===== src/source/stt8_pkg.sv =====
/*
 * Shared constants and types for the tile and sprite video path.
 * Timing is fixed at 640x480 with 800x525 total clocks and one pixel per clock.
 * Sprites are 8x8 texels, scaled by four, so each one fills a single 32-pixel tile.
 * An ID of 15 marks an unused entity slot. Sprite 15 is blank for the same reason.
 */
`default_nettype none

package stt8_pkg;

    localparam logic [9:0] H_ACTIVE = 10'd640;    // Visible pixels per line
    localparam logic [9:0] H_FRONT  = 10'd16;     // Front porch
    localparam logic [9:0] H_SYNC   = 10'd96;     // Sync pulse, low for x 656..751
    localparam logic [9:0] H_TOTAL  = 10'd800;    // Clocks per line

    localparam logic [9:0] V_ACTIVE = 10'd480;    // Visible lines
    localparam logic [9:0] V_FRONT  = 10'd10;     // Front porch lines
    localparam logic [9:0] V_SYNC   = 10'd2;      // Sync pulse, low for y 490..491
    localparam logic [9:0] V_TOTAL  = 10'd525;    // Lines per frame

    localparam int N_ENTITIES  = 4;               // Entity slots, slot 0 has top priority
    localparam int TILE_SHIFT  = 5;               // 32-pixel tiles
    localparam int SCALE_SHIFT = 2;               // Each texel covers 4x4 pixels

    localparam logic [3:0] ENTITY_UNUSED = 4'd15;

    // Orient: 0 none, 1 mirror x, 2 mirror y, 3 rotate 180
    typedef struct packed {
        logic [3:0] id;
        logic [1:0] orient;
        logic [7:0] tile;                         // Row in [7:4], column in [3:0]
    } entity_t;

    typedef struct packed {
        logic [9:0] x;
        logic [9:0] y;
        logic       active;                       // Inside the 640x480 area
        logic       hsync;                        // Active low
        logic       vsync;                        // Active low
    } timing_t;

    typedef struct packed {
        timing_t    t;
        logic       hit;                          // Some entity covers this pixel
        logic [3:0] id;
        logic [1:0] orient;
        logic [2:0] sx;                           // Texel column before orientation
        logic [2:0] sy;                           // Texel row before orientation
    } locate_t;

    typedef struct packed {
        timing_t t;
        logic    on;                              // Lit sprite texel
    } pixel_t;

    // Sprite bitmaps, one byte per texel row, bit 7 is the leftmost texel
    localparam logic [7:0] SPRITE_ROM [16][8] = '{
        '{8'hFE, 8'h80, 8'h80, 8'hFC, 8'h80, 8'h80, 8'h80, 8'h00},   // Letter F
        '{8'h18, 8'h3C, 8'h7E, 8'hFF, 8'hDB, 8'h18, 8'h24, 8'h42},   // Ship
        '{8'h66, 8'hFF, 8'hFF, 8'hFF, 8'h7E, 8'h3C, 8'h18, 8'h00},   // Heart
        '{8'h08, 8'h0C, 8'hFE, 8'hFF, 8'hFE, 8'h0C, 8'h08, 8'h00},   // Arrow right
        '{8'h3C, 8'h42, 8'hA5, 8'h81, 8'hA5, 8'h99, 8'h42, 8'h3C},   // Face
        '{8'hAA, 8'h55, 8'hAA, 8'h55, 8'hAA, 8'h55, 8'hAA, 8'h55},   // Checker
        '{8'hFF, 8'h81, 8'h81, 8'h81, 8'h81, 8'h81, 8'h81, 8'hFF},   // Box
        '{8'h80, 8'h40, 8'h20, 8'h10, 8'h08, 8'h04, 8'h02, 8'h01},   // Diagonal
        '{8'hC0, 8'hC0, 8'hC0, 8'hC0, 8'hC0, 8'hC0, 8'hFF, 8'hFF},   // Letter L
        '{8'h70, 8'h88, 8'h88, 8'h7F, 8'h05, 8'h05, 8'h00, 8'h00},   // Key
        '{8'h18, 8'h18, 8'h18, 8'hFF, 8'hFF, 8'h18, 8'h18, 8'h18},   // Cross
        '{8'h10, 8'h38, 8'h7C, 8'hFE, 8'h38, 8'h7C, 8'hFE, 8'h10},   // Tree
        '{8'hFF, 8'h88, 8'h88, 8'hFF, 8'h22, 8'h22, 8'hFF, 8'h00},   // Bricks
        '{8'hFF, 8'hFF, 8'hFF, 8'hFF, 8'hFF, 8'hFF, 8'hFF, 8'hFF},   // Solid
        '{8'h00, 8'h00, 8'h18, 8'h3C, 8'h3C, 8'h18, 8'h00, 8'h00},   // Dot
        '{8'h00, 8'h00, 8'h00, 8'h00, 8'h00, 8'h00, 8'h00, 8'h00}    // Unused slot
    };

endpackage

`default_nettype wire


===== src/source/vga_timing.sv =====
/*
 * Pixel and line counters for 640x480 VGA timing, one pixel per clock.
 * Flags are registered together with the counters, so every field of the
 * output describes the same pixel. After reset the output shows pixel (0,0).
 */
`timescale 1ns/1ps
`default_nettype none

module vga_timing
    import stt8_pkg::*;
(
    input  wire     clk,
    input  wire     rst_n,
    output timing_t timing
);

    logic       x_wrap;                           // Last clock of a line
    logic [9:0] x_next;
    logic [9:0] y_next;

    assign x_wrap = (timing.x == H_TOTAL - 10'd1);
    assign x_next = x_wrap ? 10'd0 : timing.x + 10'd1;

    always_comb begin
        y_next = timing.y;                        // Hold within a line
        if (x_wrap) begin
            y_next = (timing.y == V_TOTAL - 10'd1) ? 10'd0 : timing.y + 10'd1;
        end
    end

    always_ff @(posedge clk) begin
        if (!rst_n) begin
            timing.x      <= 10'd0;
            timing.y      <= 10'd0;
            timing.active <= 1'b1;                // Pixel (0,0) is visible
            timing.hsync  <= 1'b1;
            timing.vsync  <= 1'b1;
        end else begin
            timing.x      <= x_next;
            timing.y      <= y_next;
            timing.active <= (x_next < H_ACTIVE) && (y_next < V_ACTIVE);
            // Sync pulses sit right after the front porch
            timing.hsync  <= !((x_next >= H_ACTIVE + H_FRONT) &&
                               (x_next <  H_ACTIVE + H_FRONT + H_SYNC));
            timing.vsync  <= !((y_next >= V_ACTIVE + V_FRONT) &&
                               (y_next <  V_ACTIVE + V_FRONT + V_SYNC));
        end
    end

    // Line counter never runs past the last clock of a line
    a_x_in_range: assert property (
        @(posedge clk) disable iff (!rst_n)
        timing.x < H_TOTAL
    ) else $error("x counter out of range: %0d", timing.x);

endmodule

`default_nettype wire


===== src/source/entity_locator.sv =====
/*
 * First pipeline stage. Finds the entity that sits on the current tile.
 * Tiles exist only for x below 512 inside the visible area, 16 columns by
 * 15 rows. Slots with ID 15 are skipped and the lowest matching slot wins.
 * Entity words are sampled every clock and should be stable within a frame.
 */
`timescale 1ns/1ps
`default_nettype none

module entity_locator
    import stt8_pkg::*;
(
    input  wire                           clk,
    input  wire                           rst_n,
    input  wire timing_t                  timing_in,
    input  wire entity_t [N_ENTITIES-1:0] entities,
    output locate_t                       loc
);

    logic [3:0] col;                              // Tile column 0..15
    logic [3:0] row;                              // Tile row 0..14
    logic       tile_valid;
    logic       hit_d;
    entity_t    sel_d;                            // Winning entity word

    assign col        = timing_in.x[TILE_SHIFT +: 4];
    assign row        = timing_in.y[TILE_SHIFT +: 4];
    assign tile_valid = timing_in.active && !timing_in.x[TILE_SHIFT + 4];   // x < 512

    // Walk from the top slot down so the lowest match is written last
    always_comb begin
        hit_d = 1'b0;
        sel_d = '0;
        for (int i = N_ENTITIES - 1; i >= 0; i--) begin
            if (tile_valid && (entities[i].id != ENTITY_UNUSED) &&
                (entities[i].tile == {row, col})) begin
                hit_d = 1'b1;
                sel_d = entities[i];
            end
        end
    end

    always_ff @(posedge clk) begin
        loc.t      <= timing_in;
        loc.hit    <= hit_d;
        loc.id     <= sel_d.id;
        loc.orient <= sel_d.orient;
        loc.sx     <= timing_in.x[SCALE_SHIFT +: 3];   // Texel inside the tile
        loc.sy     <= timing_in.y[SCALE_SHIFT +: 3];
        if (!rst_n) begin
            loc.hit      <= 1'b0;
            loc.t.active <= 1'b0;
            loc.t.hsync  <= 1'b1;                 // Syncs idle high
            loc.t.vsync  <= 1'b1;
        end
    end

    // A hit must always name a real sprite
    a_hit_not_unused: assert property (
        @(posedge clk) disable iff (!rst_n)
        loc.hit |-> (loc.id != ENTITY_UNUSED)
    ) else $error("hit reported with unused entity ID");

endmodule

`default_nettype wire


===== src/source/sprite_rom.sv =====
/*
 * Second pipeline stage. Applies the entity orientation to the texel
 * coordinates and reads one bit from the sprite bitmaps.
 * Orient bit 0 mirrors x and bit 1 mirrors y, so code 3 is a 180 degree turn.
 * Timing fields pass through unchanged, one clock later.
 */
`timescale 1ns/1ps
`default_nettype none

module sprite_rom
    import stt8_pkg::*;
(
    input  wire     clk,
    input  wire     rst_n,
    input  wire locate_t loc,
    output pixel_t  pix
);

    logic [2:0] tex_x;                            // Texel column after orientation
    logic [2:0] tex_y;                            // Texel row after orientation
    logic [7:0] row_bits;
    logic       texel;

    assign tex_x = loc.sx ^ {3{loc.orient[0]}};   // Mirror x for orient 1 and 3
    assign tex_y = loc.sy ^ {3{loc.orient[1]}};   // Mirror y for orient 2 and 3

    assign row_bits = SPRITE_ROM[loc.id][tex_y];
    assign texel    = row_bits[3'd7 - tex_x];     // Bit 7 is the leftmost texel

    always_ff @(posedge clk) begin
        pix.t  <= loc.t;
        pix.on <= texel && loc.hit;               // Empty tiles stay dark
        if (!rst_n) begin
            pix.on       <= 1'b0;
            pix.t.active <= 1'b0;
            pix.t.hsync  <= 1'b1;
            pix.t.vsync  <= 1'b1;
        end
    end

endmodule

`default_nettype wire


===== src/source/pixel_output.sv =====
/*
 * Last pipeline stage. Blanks the colour outside the visible area and
 * expands the monochrome pixel to 2 bits per channel.
 * Syncs get the same register so they stay aligned with the colour.
 */
`timescale 1ns/1ps
`default_nettype none

module pixel_output
    import stt8_pkg::*;
(
    input  wire        clk,
    input  wire        rst_n,
    input  wire pixel_t pix,
    output logic       hsync,
    output logic       vsync,
    output logic [1:0] r,
    output logic [1:0] g,
    output logic [1:0] b
);

    logic lit;

    assign lit = pix.on && pix.t.active;          // Blank outside 640x480

    always_ff @(posedge clk) begin
        if (!rst_n) begin
            hsync <= 1'b1;
            vsync <= 1'b1;
            r     <= 2'd0;
            g     <= 2'd0;
            b     <= 2'd0;
        end else begin
            hsync <= pix.t.hsync;
            vsync <= pix.t.vsync;
            r     <= {2{lit}};                    // White or black only
            g     <= {2{lit}};
            b     <= {2{lit}};
        end
    end

    // Nothing may light up during blanking
    a_blank_dark: assert property (
        @(posedge clk) disable iff (!rst_n)
        !pix.t.active |=> ((r == 2'd0) && (g == 2'd0) && (b == 2'd0))
    ) else $error("colour driven during blanking");

endmodule

`default_nettype wire


===== src/source/stt8_top.sv =====
/*
 * Tile and sprite video generator, 640x480 VGA with one pixel per clock.
 * Four entity slots place scaled 8x8 sprites on a 16x15 grid of 32-pixel
 * tiles, slot 0 in front. Colour and syncs lag the timing counters by
 * 3 clocks. Entity words should only change during vertical blanking.
 */
`timescale 1ns/1ps
`default_nettype none

module stt8_top
    import stt8_pkg::*;
(
    input  wire                           clk,
    input  wire                           rst_n,
    input  wire entity_t [N_ENTITIES-1:0] entities,   // Slot 0 has priority
    output logic                          hsync,
    output logic                          vsync,
    output logic [1:0]                    r,
    output logic [1:0]                    g,
    output logic [1:0]                    b
);

    timing_t timing;                              // Counter stage
    locate_t loc;                                 // After tile match
    pixel_t  pix;                                 // After bitmap lookup

    vga_timing u_timing (
        .clk    (clk),
        .rst_n  (rst_n),
        .timing (timing)
    );

    entity_locator u_locator (
        .clk       (clk),
        .rst_n     (rst_n),
        .timing_in (timing),
        .entities  (entities),
        .loc       (loc)
    );

    sprite_rom u_sprite (
        .clk   (clk),
        .rst_n (rst_n),
        .loc   (loc),
        .pix   (pix)
    );

    pixel_output u_output (
        .clk   (clk),
        .rst_n (rst_n),
        .pix   (pix),
        .hsync (hsync),
        .vsync (vsync),
        .r     (r),
        .g     (g),
        .b     (b)
    );

endmodule

`default_nettype wire


===== config.mk =====
export PLATFORM = sky130hd
export DESIGN_NAME = stt8_top
export DESIGN_NICKNAME = d
export VERILOG_FILES = /design/src/source/stt8_pkg.sv /design/src/source/vga_timing.sv /design/src/source/entity_locator.sv /design/src/source/sprite_rom.sv /design/src/source/pixel_output.sv /design/src/source/stt8_top.sv
export SDC_FILE = /design/constraint.sdc
export NUM_CORES = 1
export LEC_CHECK = 0
export BUFFER_PORTS_ARGS = -buffer_cell sky130_fd_sc_hd__buf_2
export CAP_MARGIN = 15
export CORE_MARGIN = 5
export CORE_UTILIZATION = 45
export DETAILED_ROUTE_END_ITERATION = 8
export GPL_ROUTABILITY_DRIVEN = 0
export GPL_TIMING_DRIVEN = 0
export PLACE_DENSITY = 0.66
export SYNTH_ARGS = -nofsm -noshare
export SYNTH_HDL_FRONTEND = slang
export SYNTH_SLANG_ARGS = --single-unit

===== constraint.sdc =====
create_clock -name clk -period 4 [get_ports clk]
set_input_delay 0.2 -clock clk [delete_from_list [all_inputs] [get_ports clk]]
set_output_delay 0.2 -clock clk [all_outputs]
set_load 0.01 [all_outputs]

# Yosys cells after proc, flatten, opt, wreduce, memory -nomap -nowiden
# Memory sizes are Yosys's and may differ from the RTL's.
# Index checks and enable logic that the tools add are counted.
# Widths: inputs -> output; s select.
[word_totals] regBits=46 mem_bits_ro=1024 output_inout_bits=8 n_memories=1
[memory_table] name="(name not given)" depth=16 width=64 rd=1 rd_ports_with_merged_regs=0 write_ports=0 line_no="sprite_rom.sv:27" source="assign row_bits = SPRITE_ROM[loc.id][tex_y];"
[classes] add_sub_neg=3 n_lt_le_gt_ge=9 eq_ne=10 muxes=18 bitwise_logic=4 reduce_logical=17
[ops] cell="$mux 64" n=2
[ops] cell="$mux 14" n=4
[ops] cell="$eq 8x8->1" n=4
[ops] cell="$mux 10" n=3
[ops] cell="$bmux 8 s3" n=1
[ops] cell="$add 10x1->10 const B" n=2
[ops] cell="$eq 10x10->1 const B" n=2
[ops] cell="$lt 10x10->1 const B" n=2
[ops] cell="$lt 10x9->1 const B" n=2
[ops] cell="$mux 8" n=2
[ops] cell="$ne 4x4->1 const B" n=4
[ops] cell="$logic_and 1x1->1" n=14
[ops] cell="$ge 10x10->1 const B" n=1
[ops] cell="$ge 10x9->1 const B" n=1
[ops] cell="$xor 3x3->3" n=2
[ops] cell="$ge 5x5->1 const B" n=1
[ops] cell="$mux 1" n=5
[ops] cell="$not 4->5" n=1
[ops] cell="$ge 4x4->1 const B" n=1
[ops] cell="$lt 3x4->1 const B" n=1
[ops] cell="$not 3->4" n=1
[ops] cell="$bmux 1 s3" n=1
[ops] cell="$logic_not 1->1" n=3
[ops] cell="$sub 3x3->3 const A" n=1

# Logic depth before layout (Yosys ltp)
[logic_depth] depth_word=10 depth_mapped=11 ltp_nobuf=9

# By module
# A second synthesis with hierarchy kept.
[hier_totals] hier_cells=593 area_unflattened_um2=5072.4
[modules_own_cells] mod="sprite_rom" instances=1 cells_per_inst=297 area_per_inst_um2=2265.9
[modules_own_cells] mod="vga_timing" instances=1 cells_per_inst=162 area_per_inst_um2=1373.8
[modules_own_cells] mod="entity_locator" instances=1 cells_per_inst=123 area_per_inst_um2=1316.3
[modules_own_cells] mod="pixel_output" instances=1 cells_per_inst=11 area_per_inst_um2=116.4

# Least setup slack after synthesis
# No wires, ideal clock.
[synth_timing] path_kind="flip-flop to flip-flop" from="reg, netlist name u_locator.loc[9]" to="reg, netlist name u_sprite.pix[0]" setup_ns=0.086 arrival_time_ns=2.797 t_required_ns=3.914 path_slack_ns=1.116 stages_incl_launch_ff=11 n_path_buf=2 path_cell_list="dfxtp_1 > clkbuf_1 > inv_1 > ha_1 > clkbuf_1 > a21oi_1 > mux4_2 > a221o_1 > a221oi_2 > a221oi_1 > a221oi_2"
[synth_via] elab_chain_cells=10
[synth_lines] element="$not 4->5 (implied by the code)" line_no="sprite_rom.sv:27"
[synth_lines] element="$mem_v2 16x64"
[synth_lines] element="$mux 64 (implied by the code) (2 in series)" line_no="sprite_rom.sv:27"
[synth_lines] element="$bmux 8 s3" line_no="sprite_rom.sv:27"
[synth_lines] element="$mux 8 (implied by the code) (2 in series)" line_no="sprite_rom.sv:27"
[synth_lines] element="$bmux 1 s3" line_no="sprite_rom.sv:28" source="assign texel = row_bits[3'd7 - tex_x];"
[synth_lines] element="$mux 1 (implied by the code)" line_no="sprite_rom.sv:28"
[synth_lines] element="$logic_and 1x1->1" line_no="sprite_rom.sv:32" source="pix.on <= texel && loc.hit;"
# Every way passes these cells. The select of a mux whose other input is x is not followed.
# A chain may end at the register's enable or synchronous reset.

# Worst setup path in the final report
[layout_timing] from="reg, netlist name u_locator.loc[9]" to="reg, netlist name u_sprite.pix[0]"
[layout_via] elab_chain_cells=10
[layout_lines] element="$not 4->5 (implied by the code)" line_no="sprite_rom.sv:27"
[layout_lines] element="$mem_v2 16x64"
[layout_lines] element="$mux 64 (implied by the code) (2 in series)" line_no="sprite_rom.sv:27"
[layout_lines] element="$bmux 8 s3" line_no="sprite_rom.sv:27"
[layout_lines] element="$mux 8 (implied by the code) (2 in series)" line_no="sprite_rom.sv:27"
[layout_lines] element="$bmux 1 s3" line_no="sprite_rom.sv:28"
[layout_lines] element="$mux 1 (implied by the code)" line_no="sprite_rom.sv:28"
[layout_lines] element="$logic_and 1x1->1" line_no="sprite_rom.sv:32"
# Every way passes these cells. The select of a mux whose other input is x is not followed.

==> results by group <==
Outcome
  • Status: complete, no violations

Final layout
  • Area Overhead vs Synth: 13.5%
  • Fraction of layout instances using a drive strength above 1: 19.2%
  • Final design area excluding fillers: around 4700 sq um
  • Antenna diode count: 0
  • Final #Nets: 687
  • Final non-filler cell total: 724

Critical path
  • Worst-path fanout max: 10
  • Kind of critical path: reg -> reg
  • Crit end category: register
  • Flop2flop setup slack: about 0.3 ns
  • Startpoint Class: register
  • WP data arrival: 3.93 ns
  • Worst path required time: roughly 4.2 ns

Synth
  • Mux cell area share after synthesis: 4.63%
  • Post-Synth Adder-Cell Area: around 4.3%
  • Number of synthesized register bits: 46
  • Mean Syn Cell Area: between 7 and 8 sq um
  • Post-synth cell types: 67
  • Top post-synthesis cells by area: dfxtp_1 (22%), xnor2_1 (7.5%), nand2_1 (5.2%), o21ai_0 (4.8%), ha_1 (4.3%)
  • Top FF cell, synth: dfxtp_1
  • Net count after synthesis: 615
  • Post-Synth Simple-Gate Area: about 26%
  • Yosys warns: 0
  • Post-synth EDFFs: 0
  • Compound-Gate Fraction of Synth Area: 25.0%
  • Mapped Cells: 543
  • Asr flop ratio synth: 0%
  • Xor-xnor portion of the synthesized cell area: between 10% and 20%
  • Register area share after synthesis: 22.4%
  • Area leader, netlist: dfxtp_1
  • Main combinational cell family by area after synthesis: simple AND/OR/NAND/NOR gates
  • Synth top area share: 22.4%
  • Post-Syn Area: 4110 sq um

Routing
  • Top Layer Used: met4
  • DRC violations left: 0
  • Avg WL per Cell: 17.6 microns
  • Number of routed nets with antenna violations: 0
  • Initial DRC Count: between 500 and 600
  • Drt pass-1 iters: 6
  • WL met3: ~1500 microns
  • Vias per inst: 6.23
  • Vias: 4514
  • Routed WL: 12800 microns
  • WL met1: 5120 microns
  • DR WL met2: 5410 microns

Placement
  • Port bufs: 65
  • Post-Place Worst Slack: 0.399 ns
  • Post-DP HPWL: 9690 microns
  • Post-placement cell count: 716
  • Post-DP Area: 4570 sq um

Timing
  • Fin. Hold Viols: 0
  • Pins over their slew limit: 0
  • RSZ-0062 raised after global routing: no
  • Final worst setup slack: roughly 0.30 ns
  • Peak Freq: 270 MHz
  • Final Setup Violations: 0
  • Skew final: 0.00900 ns
  • Setup tns final: 0 ns
  • Worst-Margin Slew: 1.06 ns
  • Max-slew headroom: 29.0%
  • Fin crit share: 92.6%
  • Min Tclk post-route: 3.70 ns

Clock tree
  • Clock Latency Late Sink: 0.30 ns
  • H-tree lvl count: 2
  • Num Clock Sinks: 46
  • CTS buffer count: 5
  • Hold buffer count at CTS: 0
  • CTS tree: done
  • Post-CTS Resized: 0
  • Clock tree buffer depth: 2
  • Root Buffer: clkbuf_8
  • Setup bufs post-CTS: 0
  • Clk pin slew, worst setup/hold paths: 0.09 ns

Global route
  • GR Util All Layers: around 23%
  • Via count of the first global-routing pass: 4446
  • Initial antenna violation count: 0
  • Largest net degree at the start of global routing: 17
  • First-pass GRT wire length: 20900 microns
  • Total grt overflow: 0

Run
  • Max_cap viols: 0

Floorplanning
  • Core area: 8810 sq um
  • Die H: 106 microns
  • Starting Density: 46.7%
  • # IOs: 66
  • Std-Cell Rows: 34
  • Die width: 106 microns
  • Die ar.: 11100 sq um

Power and ir drop
  • Static Leak: 1.69 nW
  • Maximum vdd drop: about 0.00018 V
  • Pwr per Cell Area: 185 nW/um^2

Min path
  • Hold Path Class: in -> reg
## per-layer routing
| layer | global-route usage [%] | up-vias |
|---|---|---|
| li1 | - | 2127 |
| met1 | 29.5 | 1976 |
| met2 | 34.6 | 343 |
| met3 | 5.38 | 68 |
| met4 | 11.3 | 0 |
| met5 | 0 | - |
## worst max-delay path, stage by stage (launching register included)
cell	delay, ns
dfxtp_1	0.47
clkbuf_1	0.42
inv_1	0.30
ha_1	0.35
clkbuf_1	0.42
mux2_2	0.26
o21ai_0	0.08
a221oi_1	0.34
a211oi_1	0.12
o41ai_1	0.46
a32oi_1	0.19
a221oi_2	0.23
## worst paths after layout
path	cells after the start	endpoint	start
worst max register to register	11	u_sprite.pix[0]	u_locator.loc[9]
worst min register to register	0	u_locator.loc[2]	u_timing.timing[7]
worst min-delay path	3	u_locator.loc[6]	entities[8]
worst max-delay path	11	u_sprite.pix[0]	u_locator.loc[9]
## cells in the mapped netlist, types with 3 or more instances
library cell	number
clkbuf_1	22
nand2_1	57
a311oi_1	7
a31oi_1	5
mux2i_1	10
dfxtp_1	46
inv_1	11
a211o_1	3
nor2b_1	6
o311ai_0	6
a22oi_1	3
or3_1	4
xor2_1	14
nand4_1	21
buf_2	13
nand2b_1	15
o31ai_1	4
a211oi_1	10
or2_2	4
and2_1	6
ha_1	14
nor3b_1	4
a21o_1	3
buf_4	10
nor3_1	13
nor2_1	35
o21ai_0	39
a21oi_1	29
mux2_2	6
nor4_1	7
and3_1	4
a221oi_1	7
a32oi_1	4
nand3_1	18
xnor2_1	35
o21a_1	3
o211ai_1	8
## sequential cells by signal, indices dropped and copies added, names as in the netlist
name and flops:
u_output.vsync 1, u_output.hsync 1, u_output.b 1, u_locator.loc 16, u_sprite.pix 4, u_timing.timing 23
## cell families after synthesis
group | after synthesis
fa+ha+maj | 14
compound gates | 151
buf+inv | 59
mux | 17
simple gates | 205
xor+xnor | 51
flops | 46
## power breakdown
group | internal, mW | switching [mW] | leakage, nW | total, mW
Combinational | 0.0499 | 0.0529 | 1.28 | 0.103
Sequential | 0.462 | 0.00503 | 0.372 | 0.467
Clock | 0.125 | 0.166 | 0.0408 | 0.291
## layout make-up
class / count / area, sq um
buffer: 46 / 226
clock buffer: 5 / 68.8
clock inverter: 3 / 23.8
fill: 868 / 4140
inverter: 13 / 48.8
multi-input combinational: 438 / 2910
sequential: 46 / 921
tap: 108 / 135
timing repair buffer: 65 / 325
## layout by cell type (no fill, tap or decap), drive strengths merged, types with 10 or more instances in the layout
cell,count
dfxtp,46
nand2b,15
buf,89
a21oi,29
a211oi,10
nand3,18
xor2,15
inv,12
nand4,21
o21ai,40
clkbuf,27
nor3,13
mux2i,10
nand2,57
nor2,35
xnor2,36
ha,14
## metrics by stage
step | utilization, % | total power [mW] | hold slack, ns
2_1_floorplan | - | 0.530 | 0.273
3_3_place_gp | 51.9 | 0.578 | 0.335
3_5_place_dp | 51.9 | 0.579 | 0.336
4_1_cts | 52.9 | 0.870 | 0.0940
5_1_grt | 52.9 | 0.900 | 0.101
6_report | 52.9 | 0.861 | 0.0996
(Power assumes the default switching activity.)
